### src/kl10EbusPkg.sv
package kl10EbusPkg;

  // One EBUS word, bit 0 is the most significant as on the real machine
  typedef logic [0:35] tWord;

  // EBUS I/O functions, encoded as the low two bits of the host address
  typedef enum logic [1:0] {
    CONO  = 2'd0,
    CONI  = 2'd1,
    DATAO = 2'd2,
    DATAI = 2'd3
  } tFunc;

  typedef logic [6:0] tDevCode;

  localparam tDevCode ApDev  = 7'd0;
  localparam tDevCode PiDev  = 7'd1;
  localparam tDevCode MtrDev = 7'd2;

  // Command broadcast by the master to every device
  typedef struct packed {
    logic    valid;
    tDevCode dev;
    tFunc    func;
    tWord    data;
  } tEbusCmd;

  // Each device offers its read data through one of these
  typedef struct packed {
    logic driving;
    tWord data;
  } tEbusDriver;

  // Level 1 is the highest priority, 0 means no level
  typedef logic [2:0] tPiLevel;

  typedef struct packed {
    logic    req;
    tPiLevel level;
  } tPiReq;

endpackage

### src/aprFlags.sv
`timescale 1ns/1ps

module aprFlags (
  input  logic                    clk,
  input  logic                    arstN,
  input  kl10EbusPkg::tEbusCmd    ebusCmd,
  input  logic [4:0]              errIn,
  output kl10EbusPkg::tEbusDriver aprDrv,
  output logic                    anyErr,
  output kl10EbusPkg::tPiReq      aprPiReq
);

  logic [4:0]           flags;
  logic [4:0]           enMask;
  kl10EbusPkg::tPiLevel level;
  kl10EbusPkg::tWord    breakReg;
  kl10EbusPkg::tWord    coniWord;
  logic                 selected;
  logic                 isCono;
  logic                 isConi;
  logic                 isDatao;
  logic                 isDatai;

  assign selected = ebusCmd.valid && (ebusCmd.dev == kl10EbusPkg::ApDev);
  assign isCono   = selected && (ebusCmd.func == kl10EbusPkg::CONO);
  assign isConi   = selected && (ebusCmd.func == kl10EbusPkg::CONI);
  assign isDatao  = selected && (ebusCmd.func == kl10EbusPkg::DATAO);
  assign isDatai  = selected && (ebusCmd.func == kl10EbusPkg::DATAI);

  always_ff @(posedge clk or negedge arstN) begin
    if (!arstN) begin
      flags  <= '0;
      enMask <= '0;
      level  <= '0;
    end else begin
      // A new error in the same cycle as its clear stays set
      flags <= (flags & ~(isCono ? ebusCmd.data[31:35] : 5'b0)) | errIn;
      if (isCono && ebusCmd.data[30]) begin
        enMask <= ebusCmd.data[25:29];
      end
      if (isCono && ebusCmd.data[21]) begin
        level <= ebusCmd.data[22:24];
      end
    end
  end

  always_ff @(posedge clk) begin
    if (isDatao) begin
      breakReg <= ebusCmd.data;
    end
  end

  always_comb begin
    coniWord        = '0;
    coniWord[31:35] = flags;
    coniWord[25:29] = enMask;
    coniWord[22:24] = level;
  end

  assign aprDrv.driving = isConi || isDatai;
  assign aprDrv.data    = isConi ? coniWord : (isDatai ? breakReg : '0);

  assign anyErr         = |(flags & enMask);
  assign aprPiReq.req   = anyErr && (level != '0);
  assign aprPiReq.level = level;

endmodule

### src/ebusMaster.sv
`timescale 1ns/1ps

module ebusMaster (
  input  logic                 clk,
  input  logic                 arstN,
  input  logic                 wbCyc,
  input  logic                 wbStb,
  input  logic                 wbWe,
  input  logic [8:0]           wbAdr,
  input  kl10EbusPkg::tWord    wbDatW,
  output kl10EbusPkg::tWord    wbDatR,
  output logic                 wbAck,
  input  kl10EbusPkg::tWord    ebusData,
  output kl10EbusPkg::tEbusCmd ebusCmd
);

  typedef enum logic {
    Idle,
    Busy
  } tState;

  tState                state;
  logic                 accept;
  logic                 isWriteFunc;
  kl10EbusPkg::tFunc    reqFunc;
  logic                 cmdValid;
  kl10EbusPkg::tDevCode cmdDev;
  kl10EbusPkg::tFunc    cmdFunc;
  kl10EbusPkg::tWord    cmdData;

  assign reqFunc     = kl10EbusPkg::tFunc'(wbAdr[1:0]);
  assign isWriteFunc = (reqFunc == kl10EbusPkg::CONO) || (reqFunc == kl10EbusPkg::DATAO);

  // A strobe is taken only when idle and not in the ack cycle
  assign accept = wbCyc && wbStb && (state == Idle) && !wbAck;

  always_ff @(posedge clk or negedge arstN) begin
    if (!arstN) begin
      state    <= Idle;
      cmdValid <= 1'b0;
      wbAck    <= 1'b0;
    end else begin
      wbAck <= 1'b0;
      if (state == Idle) begin
        if (accept) begin
          state    <= Busy;
          // Reading a write function launches nothing on the bus
          cmdValid <= !(isWriteFunc && !wbWe);
        end
      end else begin
        state    <= Idle;
        cmdValid <= 1'b0;
        wbAck    <= 1'b1;
      end
    end
  end

  always_ff @(posedge clk) begin
    if (accept) begin
      cmdDev  <= wbAdr[8:2];
      cmdFunc <= reqFunc;
      cmdData <= wbDatW;
    end
    // The merged bus word is sampled at the end of the command cycle
    if (state == Busy) begin
      wbDatR <= ebusData;
    end
  end

  assign ebusCmd = '{valid: cmdValid, dev: cmdDev, func: cmdFunc, data: cmdData};

endmodule

### src/ebusMux.sv
`timescale 1ns/1ps

module ebusMux #(
  parameter int NumDrivers = 3
) (
  input  logic                    clk,
  input  logic                    arstN,
  input  kl10EbusPkg::tEbusDriver drivers [NumDrivers],
  output kl10EbusPkg::tWord       ebusData,
  output logic                    busContention
);

  localparam int CntWidth = $clog2(NumDrivers + 1);

  logic [CntWidth-1:0] activeCount;

  // Walk from the last driver down so the lowest index wins
  always_comb begin
    ebusData    = '0;
    activeCount = '0;
    for (int i = NumDrivers - 1; i >= 0; i--) begin
      if (drivers[i].driving) begin
        ebusData    = drivers[i].data;
        activeCount = activeCount + CntWidth'(1);
      end
    end
  end

  // Sticky until reset
  always_ff @(posedge clk or negedge arstN) begin
    if (!arstN) begin
      busContention <= 1'b0;
    end else if (activeCount > CntWidth'(1)) begin
      busContention <= 1'b1;
    end
  end

endmodule

### src/kl10Ebus.sv
`timescale 1ns/1ps

module kl10Ebus #(
  parameter int NumDrivers = 3,
  parameter int CountWidth = 18
) (
  input  logic                 clk,
  input  logic                 arstN,
  input  logic [4:0]           errIn,
  input  logic                 wbCyc,
  input  logic                 wbStb,
  input  logic                 wbWe,
  input  logic [8:0]           wbAdr,
  input  kl10EbusPkg::tWord    wbDatW,
  output kl10EbusPkg::tWord    wbDatR,
  output logic                 wbAck,
  output logic                 anyErr,
  output kl10EbusPkg::tPiLevel piLevel,
  output logic                 busContention
);

  kl10EbusPkg::tEbusCmd    ebusCmd;
  kl10EbusPkg::tWord       ebusData;
  kl10EbusPkg::tEbusDriver aprDrv;
  kl10EbusPkg::tEbusDriver piDrv;
  kl10EbusPkg::tEbusDriver mtrDrv;
  kl10EbusPkg::tEbusDriver drivers [NumDrivers];
  kl10EbusPkg::tPiReq      aprPiReq;
  kl10EbusPkg::tPiReq      mtrPiReq;

  // Array order sets the bus priority, APR first
  assign drivers[0] = aprDrv;
  assign drivers[1] = piDrv;
  assign drivers[2] = mtrDrv;

  ebusMaster ebusMaster_i (
    .clk, .arstN, .wbCyc, .wbStb, .wbWe, .wbAdr, .wbDatW, .wbDatR, .wbAck,
    .ebusData, .ebusCmd
  );

  ebusMux #(.NumDrivers(NumDrivers)) ebusMux_i (
    .clk, .arstN, .drivers, .ebusData, .busContention
  );

  aprFlags aprFlags_i (.clk, .arstN, .ebusCmd, .errIn, .aprDrv, .anyErr, .aprPiReq);

  piLevels piLevels_i (.clk, .arstN, .ebusCmd, .aprPiReq, .mtrPiReq, .piDrv, .piLevel);

  mtrTimer #(.CountWidth(CountWidth)) mtrTimer_i (
    .clk, .arstN, .ebusCmd, .mtrDrv, .mtrPiReq
  );

endmodule

### src/mtrTimer.sv
`timescale 1ns/1ps

module mtrTimer #(
  parameter int CountWidth = 18
) (
  input  logic                    clk,
  input  logic                    arstN,
  input  kl10EbusPkg::tEbusCmd    ebusCmd,
  output kl10EbusPkg::tEbusDriver mtrDrv,
  output kl10EbusPkg::tPiReq      mtrPiReq
);

  logic [CountWidth-1:0] interval;
  logic [CountWidth-1:0] count;
  logic                  run;
  logic                  done;
  kl10EbusPkg::tPiLevel  level;
  kl10EbusPkg::tWord     readWord;
  logic                  selected;
  logic                  isCono;
  logic                  isConi;
  logic                  isDatao;
  logic                  isDatai;

  assign selected = ebusCmd.valid && (ebusCmd.dev == kl10EbusPkg::MtrDev);
  assign isCono   = selected && (ebusCmd.func == kl10EbusPkg::CONO);
  assign isConi   = selected && (ebusCmd.func == kl10EbusPkg::CONI);
  assign isDatao  = selected && (ebusCmd.func == kl10EbusPkg::DATAO);
  assign isDatai  = selected && (ebusCmd.func == kl10EbusPkg::DATAI);

  always_ff @(posedge clk or negedge arstN) begin
    if (!arstN) begin
      interval <= '0;
      count    <= '0;
      run      <= 1'b0;
      done     <= 1'b0;
      level    <= '0;
    end else begin
      if (isCono) begin
        if (ebusCmd.data[31]) begin
          run <= 1'b0;
        end else if (ebusCmd.data[32]) begin
          run <= 1'b1;
        end
        if (ebusCmd.data[30]) begin
          done <= 1'b0;
        end
        level <= ebusCmd.data[33:35];
      end
      // A load restarts the count, otherwise the counter runs down and reloads
      if (isDatao) begin
        interval <= ebusCmd.data[36-CountWidth +: CountWidth];
        count    <= ebusCmd.data[36-CountWidth +: CountWidth];
      end else if (run) begin
        if (count == '0) begin
          count <= interval;
          done  <= 1'b1;
        end else begin
          count <= count - CountWidth'(1);
        end
      end
    end
  end

  always_comb begin
    readWord = '0;
    if (isConi) begin
      readWord[29]    = done;
      readWord[32]    = run;
      readWord[33:35] = level;
    end else if (isDatai) begin
      readWord[36-CountWidth +: CountWidth] = count;
    end
  end

  assign mtrDrv.driving = isConi || isDatai;
  assign mtrDrv.data    = readWord;

  assign mtrPiReq.req   = done;
  assign mtrPiReq.level = level;

endmodule

### src/piLevels.sv
`timescale 1ns/1ps

module piLevels (
  input  logic                    clk,
  input  logic                    arstN,
  input  kl10EbusPkg::tEbusCmd    ebusCmd,
  input  kl10EbusPkg::tPiReq      aprPiReq,
  input  kl10EbusPkg::tPiReq      mtrPiReq,
  output kl10EbusPkg::tEbusDriver piDrv,
  output kl10EbusPkg::tPiLevel    piLevel
);

  // Index k of these vectors is priority level k
  logic [1:7]        levelEn;
  logic [1:7]        swReq;
  logic [1:7]        pending;
  logic [1:7]        levelSel;
  logic              sysEn;
  logic              isCono;
  logic              isConi;
  kl10EbusPkg::tWord coniWord;

  assign isCono   = ebusCmd.valid && (ebusCmd.dev == kl10EbusPkg::PiDev) &&
                    (ebusCmd.func == kl10EbusPkg::CONO);
  assign isConi   = ebusCmd.valid && (ebusCmd.dev == kl10EbusPkg::PiDev) &&
                    (ebusCmd.func == kl10EbusPkg::CONI);
  assign levelSel = ebusCmd.data[29:35];

  always_ff @(posedge clk or negedge arstN) begin
    if (!arstN) begin
      sysEn   <= 1'b0;
      levelEn <= '0;
      swReq   <= '0;
    end else if (isCono) begin
      // Clear wins when both set and clear bits are given
      if (ebusCmd.data[25]) begin
        sysEn <= 1'b0;
      end else if (ebusCmd.data[24]) begin
        sysEn <= 1'b1;
      end
      if (ebusCmd.data[27]) begin
        levelEn <= levelEn & ~levelSel;
      end else if (ebusCmd.data[26]) begin
        levelEn <= levelEn | levelSel;
      end
      swReq <= (ebusCmd.data[23] ? 7'b0 : swReq) | (ebusCmd.data[28] ? levelSel : 7'b0);
    end
  end

  always_comb begin
    for (int k = 1; k <= 7; k++) begin
      pending[k] = swReq[k] ||
                   (aprPiReq.req && (aprPiReq.level == kl10EbusPkg::tPiLevel'(k))) ||
                   (mtrPiReq.req && (mtrPiReq.level == kl10EbusPkg::tPiLevel'(k)));
    end
  end

  // Scan from level 7 upwards so the highest priority is left standing
  always_comb begin
    piLevel = '0;
    if (sysEn) begin
      for (int k = 7; k >= 1; k--) begin
        if (pending[k] && levelEn[k]) begin
          piLevel = kl10EbusPkg::tPiLevel'(k);
        end
      end
    end
  end

  always_comb begin
    coniWord        = '0;
    coniWord[29:35] = pending;
    coniWord[28]    = sysEn;
    coniWord[21:27] = levelEn;
  end

  assign piDrv.driving = isConi;
  assign piDrv.data    = isConi ? coniWord : '0;

endmodule
### config.mk
export PLATFORM = sky130hd
export DESIGN_NAME = kl10Ebus
export DESIGN_NICKNAME = d
export VERILOG_FILES = /design/src/kl10EbusPkg.sv /design/src/aprFlags.sv /design/src/ebusMaster.sv /design/src/ebusMux.sv /design/src/kl10Ebus.sv /design/src/mtrTimer.sv /design/src/piLevels.sv
export SDC_FILE = /design/constraint.sdc
export NUM_CORES = 1
export LEC_CHECK = 0
export ABC_AREA = 1
export BUFFER_PORTS_ARGS = -buffer_cell sky130_fd_sc_hd__buf_2
export CAP_MARGIN = 5
export CORE_MARGIN = 5
export CORE_UTILIZATION = 61
export DETAILED_ROUTE_END_ITERATION = 7
export PLACE_DENSITY = 0.83
export SLEW_MARGIN = 5
export SYNTH_ARGS = -nofsm -noshare
export SYNTH_HDL_FRONTEND = slang
export SYNTH_SLANG_ARGS = --single-unit
export TNS_END_PERCENT = 10
### constraint.sdc
create_clock -name clk -period 8 [get_ports clk]
set_input_delay 0.4 -clock clk [delete_from_list [all_inputs] [get_ports clk]]
set_output_delay 0.4 -clock clk [all_outputs]
set_load 0.01 [all_outputs]
[Word level (Yosys, flattened, before mapping)]
Cells that the tools add are included.
Word-level totals
  logic and storage cells: 171
  input port bits: 55
  register bits: 190
Cells by class
  order comparisons: 1
  bitwise logic cells: 9
  reduce and logical (&&, ||, !) cells: 75
  equal/unequal tests: 20
  multiplexer cells: 43
  $add $sub $neg: 3
Operators with widths (number)
  $mux 36: 4
  $mux 18: 5
  $logic_and 1x1->1: 41
  $mux 7: 4
  $eq 3x3->1 const B: 8
  $mux 3: 8
  $logic_not 18->1: 1
  $sub 18x1->18 const B: 1
  $logic_or 1x1->1: 17
  $mux 1: 16
  $or 7x7->7: 2
  $eq 3x2->1 const B: 4
  $mux 11: 1
  $and 5x5->5: 2
  $reduce_bool 2->1: 5
  $and 7x7->7: 1
  $eq 7x1->1 const B: 1
  $eq 7x2->1 const B: 1
  $logic_not 7->1: 1
  $not 7->7: 1
  $eq 2x2->1 const B: 3
  $eq 3x1->1 const B: 2
  $mux 2: 3
  $reduce_and 2->1: 3
  13 further kinds: 16

[Logic depth before layout (Yosys ltp)]
  word-level depth: 15
  depth in mapped cells: 12

[Hierarchy]
A second synthesis with hierarchy kept.
Unflattened totals
  cell total of the unflattened synthesis: 1204
  area, all modules: 10033.4 um2
By module, submodules not included
  mtrTimer: cells each 426, area an instance 2839.0 um2, instances 1
  ebusMaster: cells each 99, area an instance 2573.7 um2, instances 1
  aprFlags: cells each 215, area an instance 2259.7 um2, instances 1
  piLevels: cells each 188, area an instance 1231.2 um2, instances 1
  ebusMux: cells each 276, area an instance 1129.8 um2, instances 1

[Least setup slack after synthesis]
Ideal clock, no wire load.
  path kind: register to register
  start: register ebusMaster_i.state
  end: register ebusMaster_i.cmdValid
  data required time: 7884 ps
  path slack: 3154 ps
  stages on the path, launching flop included: 4
  setup time: 116 ps
  buffers on the path: 0
  arrival time: 4729 ps
  cells stage by stage: dfrtp_1 > nor3_1 > o21ai_0 > o31ai_1
Between the ends
  cells in the longest elaborated chain, start to end: 4
  elaborated cells between the ends (all ways): 5
  classes of those cells: 1 x mux; 1 x bitwise; 3 x reduce/logical
Ends and longest elaborated chain
  from (decl): RTL line ebusMaster.sv:22  | tState state;
  from (signal assigned): RTL line ebusMaster.sv:39  | state <= Idle;
  from (signal assigned): RTL line ebusMaster.sv:46  | state <= Busy;
  from (signal assigned): RTL line ebusMaster.sv:51  | state <= Idle;
  $not 1->1: RTL line ebusMaster.sv:35  | assign accept = wbCyc && wbStb && (state == Idle) && !wbAck;
  $logic_and 1x1->1 (2 in a row): RTL line ebusMaster.sv:35
  named net ebusMaster_i.accept: RTL line ebusMaster.sv:23  | logic accept;
  $reduce_bool 2->1 (no line)
  to (signal assigned): RTL line ebusMaster.sv:48  | cmdValid <= !(isWriteFunc && !wbWe);
  to (decl): RTL line ebusMaster.sv:26  | logic cmdValid;
The timed path passes the listed nets, and every way through them passes these cells.
A chain may end at the register's enable or synchronous reset.

[Worst setup path after layout]
  start: register aprFlags_i.flags[3]
  end: output piLevel[1]
Between the ends
  cells in the longest elaborated chain, start to end: 15
  elaborated cells between the ends (all ways): 39
  classes of those cells: 8 x mux; 1 x bitwise; 30 x reduce/logical
Ends and longest elaborated chain
  from (decl): RTL line aprFlags.sv:13  | logic [4:0] flags;
  from (signal assigned): RTL line aprFlags.sv:37  | flags <= (flags & ~(isCono ? ebusCmd.data[31:35] : 5'b0)) | errIn;
  $and 5x5->5 *: RTL line aprFlags.sv:63  | assign anyErr = |(flags & enMask);
  $reduce_or 5->1 *: RTL line aprFlags.sv:63
  $logic_and 1x1->1 *: RTL line aprFlags.sv:64  | assign aprPiReq.req = anyErr && (level != '0);
  $logic_and 1x1->1: RTL line piLevels.sv:53  | (aprPiReq.req && (aprPiReq.level == kl10EbusPkg::tPiLevel'(k))) ||
  $logic_or 1x1->1: RTL line piLevels.sv:52  | pending[k] = swReq[k] ||
  $logic_or 1x1->1: RTL line piLevels.sv:53
  $logic_and 1x1->1: RTL line piLevels.sv:63  | if (pending[k] && levelEn[k]) begin
  $mux 3 (6 in a row): RTL line piLevels.sv:63
  $mux 3 *: RTL line piLevels.sv:63
  $mux 3 *: RTL line piLevels.sv:61  | if (sysEn) begin
  to (decl): RTL line kl10Ebus.sv:18  | output kl10EbusPkg::tPiLevel piLevel,
Every way passes the cells marked *; elsewhere a longest branch is shown, timed or not.

==> metrics.md <==
| Metric | Value |
|---|---|
| Clock tree buffer depth | 2 |
| Post-synthesis sequential area ratio | between 60% and 70% |
| Final number of hold-violating endpoints | 0 |
| Slowest CP cell | dfrtp_1 |
| Final Max Slew Viols | 0 |
| Compound-Gate Fraction of Synth Area | 13.5% |
| Fin crit share | around 34% |
| GRT Residual Overflow | 0 |
| Mean post-synth cell area | between 10 and 15 µm² |
| Die Y | ~130 µm |
| DR top layer | met4 |
| Post-CTS Resized | 0 |
| # DRC | 0 |
| Hold Crit Class | in2reg |
| CTS tree | done |
| Worst hold margin | about 0.13 ns |
| Largest net degree at the start of global routing | 74 |
| Multiplexer area fraction after synthesis | 0.278% |
| DR vias | approximately 6000 |
| GRT Overall Usage | about a quarter |
| Number of global-route vias before repair | about 6000 |
| Post-synth top area share | between 40% and 50% |
| Drt total wl | ~20000 µm |
| Cell Area, Placed | just under 0.009 mm² |
| Ys async rst share | between 30% and 40% |
| Post-synthesis xor/xnor area fraction | 0.973% |
| Post-CTS setup buffer count | 0 |
| Hold EP | ebusMaster_i.cmdData[29] |
| Final std cells w/o fill | approximately 1000 |
| # placed instances | 991 |
| Initial antenna violation count | 0 |
| Port-buffer cells | 96 |
| Mapped Nets | 792 |
| Hold buffer count at cts | 0 |
| Hold path depth | 1 |
| Met3 Wirelength | roughly 1700 µm |
| Mapped Area | between 0.008 and 0.009 mm² |
| Main combinational cell family by area after synthesis | simple AND/OR/NAND/NOR gates |
| Synth Warn # | 0 |
| RSZ-0062 raised after global routing | no |
| Clock root buffer | clkbuf_16 |
| Via density | roughly 6 |
| Buf/Inv on CP | 1 |
| EDFF count, synth | 117 |
| Dpl hpwl | 13400 µm |
| WL met1 | 7750 µm |
| Die ar. | about 0.016 mm² |
| Area added between synthesis and finish | 15.4% |
| Worst-path cell chain | nand2_1 -> nand3_1 -> nor2_1 -> o21ai_0 -> nand2_1 -> a31oi_1 -> nor2_1 -> buf_2 |
| Final setup viols | 0 |
| Ports | 97 |
| Number of diodes | 0 |
| Worst r2r src | ebusMaster_i.cmdDev[5] |
| VDD IR max | about 170 µV |
| Setup TNS | 0 ns |
| Reg clk slew, reported paths | ~0.070 ns |
| Simple-gate share of the synthesized area | a little over an eighth |
| CP delay by family, top | simple AND/OR/NAND/NOR gates |
| Crit path capture type | primary output |
| Max_slew headroom | a little under a quarter |
| Startpoint types | flip-flop |
| Commonest cells in the synthesized netlist | 128 x nand2_1, 117 x edfxtp_1, 77 x inv_1 |
| Reg-to-reg slack, setup | between 5 and 6 ns |
| Minimum clock period after layout | about 2.7 ns |
| Design area | between 0.009 and 0.01 mm² |
| Top cells by area, synth | edfxtp_1 43%, dfrtp_1 23%, nand2_1 5.9% |
| Row Count | 42 |
| Slowest cell delay on critical path | 0.43 ns |
| Synth Area in Adders | less than 1% |
| CTS Sinks | 190 |
| Detailed Route Iter0 Violations | 863 |
| Dominant synthesized flop cell | edfxtp_1 |
| Area leader, netlist | edfxtp_1 |
| Start point of the critical path | aprFlags_i.flags[3] |
| Die Wd | between 100 and 150 µm |
| WL/cell | about 19 µm |
| Starting Density | a little over 60% |
| First-pass GRT wire length | around 31000 µm |
| Clk_skew | between 0.01 and 0.015 ns |
| Nets | just under 900 |
| Outcome | complete, no violations |
| Core area | between 0.01 and 0.015 mm² |
| PD cells | roughly 270 mW/mm² |
| Max FO, Critical Path | 7 |
| Post-synth cell types | between 40 and 50 |
| Crit path DAT | roughly 2.3 ns |
| Leakage | between 3 and 4 nW |
| Synth Instances | between 700 and 800 |
| RR Endpoint | ebusMaster_i.wbDatR[9] |
| Fmax | about 370 MHz |
| Crit Path Class | reg2out |
| Share of cells above drive strength 1 | around 20% |
| FF+latch count, synth | 190 |
| Hold_sp | wbDatW[29] |
| Skew-Pair Late Insertion Delay | 0.44 ns |
| Crit path required time | approximately 7.6 ns |
| H-tree depth | 4 |
| Max_cap viols | 0 |
| Actual slew at the worst max-slew pin | between 1 and 1.5 ns |
| Drt first pass iters | 7 |
| CTS buffer count | 17 |
| Routed wl met2 | slightly below 10000 µm |
| R2R depth | 9 |
| Post-route antenna net violation count | 0 |
| Cell with the most instances after synthesis | nand2_1 |
| Gpl congestion | 0.945 |
-- worst register-to-register path, stage by stage, from the launching register on --
cell	delay, ns
edfxtp_1	0.37
nor2_1	0.11
nand2_1	0.08
inv_2	0.07
nand4_2	0.10
nor2_2	0.17
inv_2	0.06
nor2_1	0.83
a22oi_1	0.26
o21ai_1	0.19
-- report_power, final --
group / internal (mW) / switching, mW
clock: 0.535 / 0.365
combinational: 0.159 / 0.288
sequential: 1.10 / 0.0713
-- through the flow --
stage | worst slack (ns) | total power, mW | utilization (%)
2_1_floorplan | 3.15 | 1.52 | -
3_3_place_gp | 5.74 | 1.61 | 66.4
3_5_place_dp | 5.68 | 1.63 | 66.4
4_1_cts | 5.28 | 2.52 | 71.2
5_1_grt | 5.09 | 2.63 | 71.2
6_report | 5.27 | 2.52 | 71.2
-- registers in the layout, summed over array words and instances, names as in the netlist, 2 cells and up, named ones only --
| signal | cells |
|---|---|
| aprFlags_i.breakReg | 36 |
| aprFlags_i.enMask | 5 |
| aprFlags_i.flags | 5 |
| aprFlags_i.level | 3 |
| ebusMaster_i.cmdData | 36 |
| ebusMaster_i.cmdDev | 7 |
| ebusMaster_i.cmdFunc | 2 |
| ebusMaster_i.wbDatR | 36 |
| mtrTimer_i.count | 18 |
| mtrTimer_i.interval | 18 |
| mtrTimer_i.level | 3 |
| piLevels_i.swReq | 7 |
-- cell type report --
class / instances / area (µm²)
Clock inverter: 12 / 184
Clock buffer: 20 / 447
Fill cell: 944 / 3780
Sequential cell: 190 / 5340
Tap cell: 176 / 220
Multi-Input combinational cell: 437 / 2320
Timing Repair Buffer: 100 / 510
Inverter: 88 / 330
-- worst max path at each step --
stage                                          to  slack [ns]  depth (start not counted)
after floorplan             ebusMaster_i.cmdValid        3.15                          3
after global placement                 piLevel[0]        5.74                         12
after detailed placement  aprFlags_i.breakReg[20]        5.68                          7
after CTS                              piLevel[0]        5.28                         12
after global routing                   piLevel[0]        5.09                         12
final                                  piLevel[1]        5.27                          8
-- per-layer routing --
| layer | up-vias | track usage, % |
|---|---|---|
| met4 | 0 | 9.57 |
| met5 | - | 0 |
| met1 | 2867 | 33.7 |
| li1 | 2736 | - |
| met3 | 53 | 6.14 |
| met2 | 323 | 41.5 |
-- cells by family after synthesis --
| logic type | Yosys count |
|---|---|
| multiplexers | 2 |
| flip-flops | 190 |
| XOR/XNOR | 9 |
| adder cells (fa/ha/maj) | 1 |
| AND/OR/NAND/NOR | 244 |
| AO/OA/AOI/OAI | 181 |
| buffers and inverters | 109 |
-- cells in the final DEF (no fill, tap or decap), types with 14 or more instances in the layout --
master / synthesis / final
nand2_1: 128 / 128
buf_2: 6 / 96
nor2_1: 58 / 57
o21ai_0: 60 / 60
a31oi_1: 16 / 16
a22oi_1: 14 / 14
edfxtp_1: 117 / 117
o21ai_1: 29 / 29
nand3_1: 26 / 26
a21oi_1: 31 / 31
clkbuf_16: 0 / 17
inv_1: 77 / 77
dfrtp_1: 73 / 73
No activity file was read; power rests on OpenSTA's default activity.
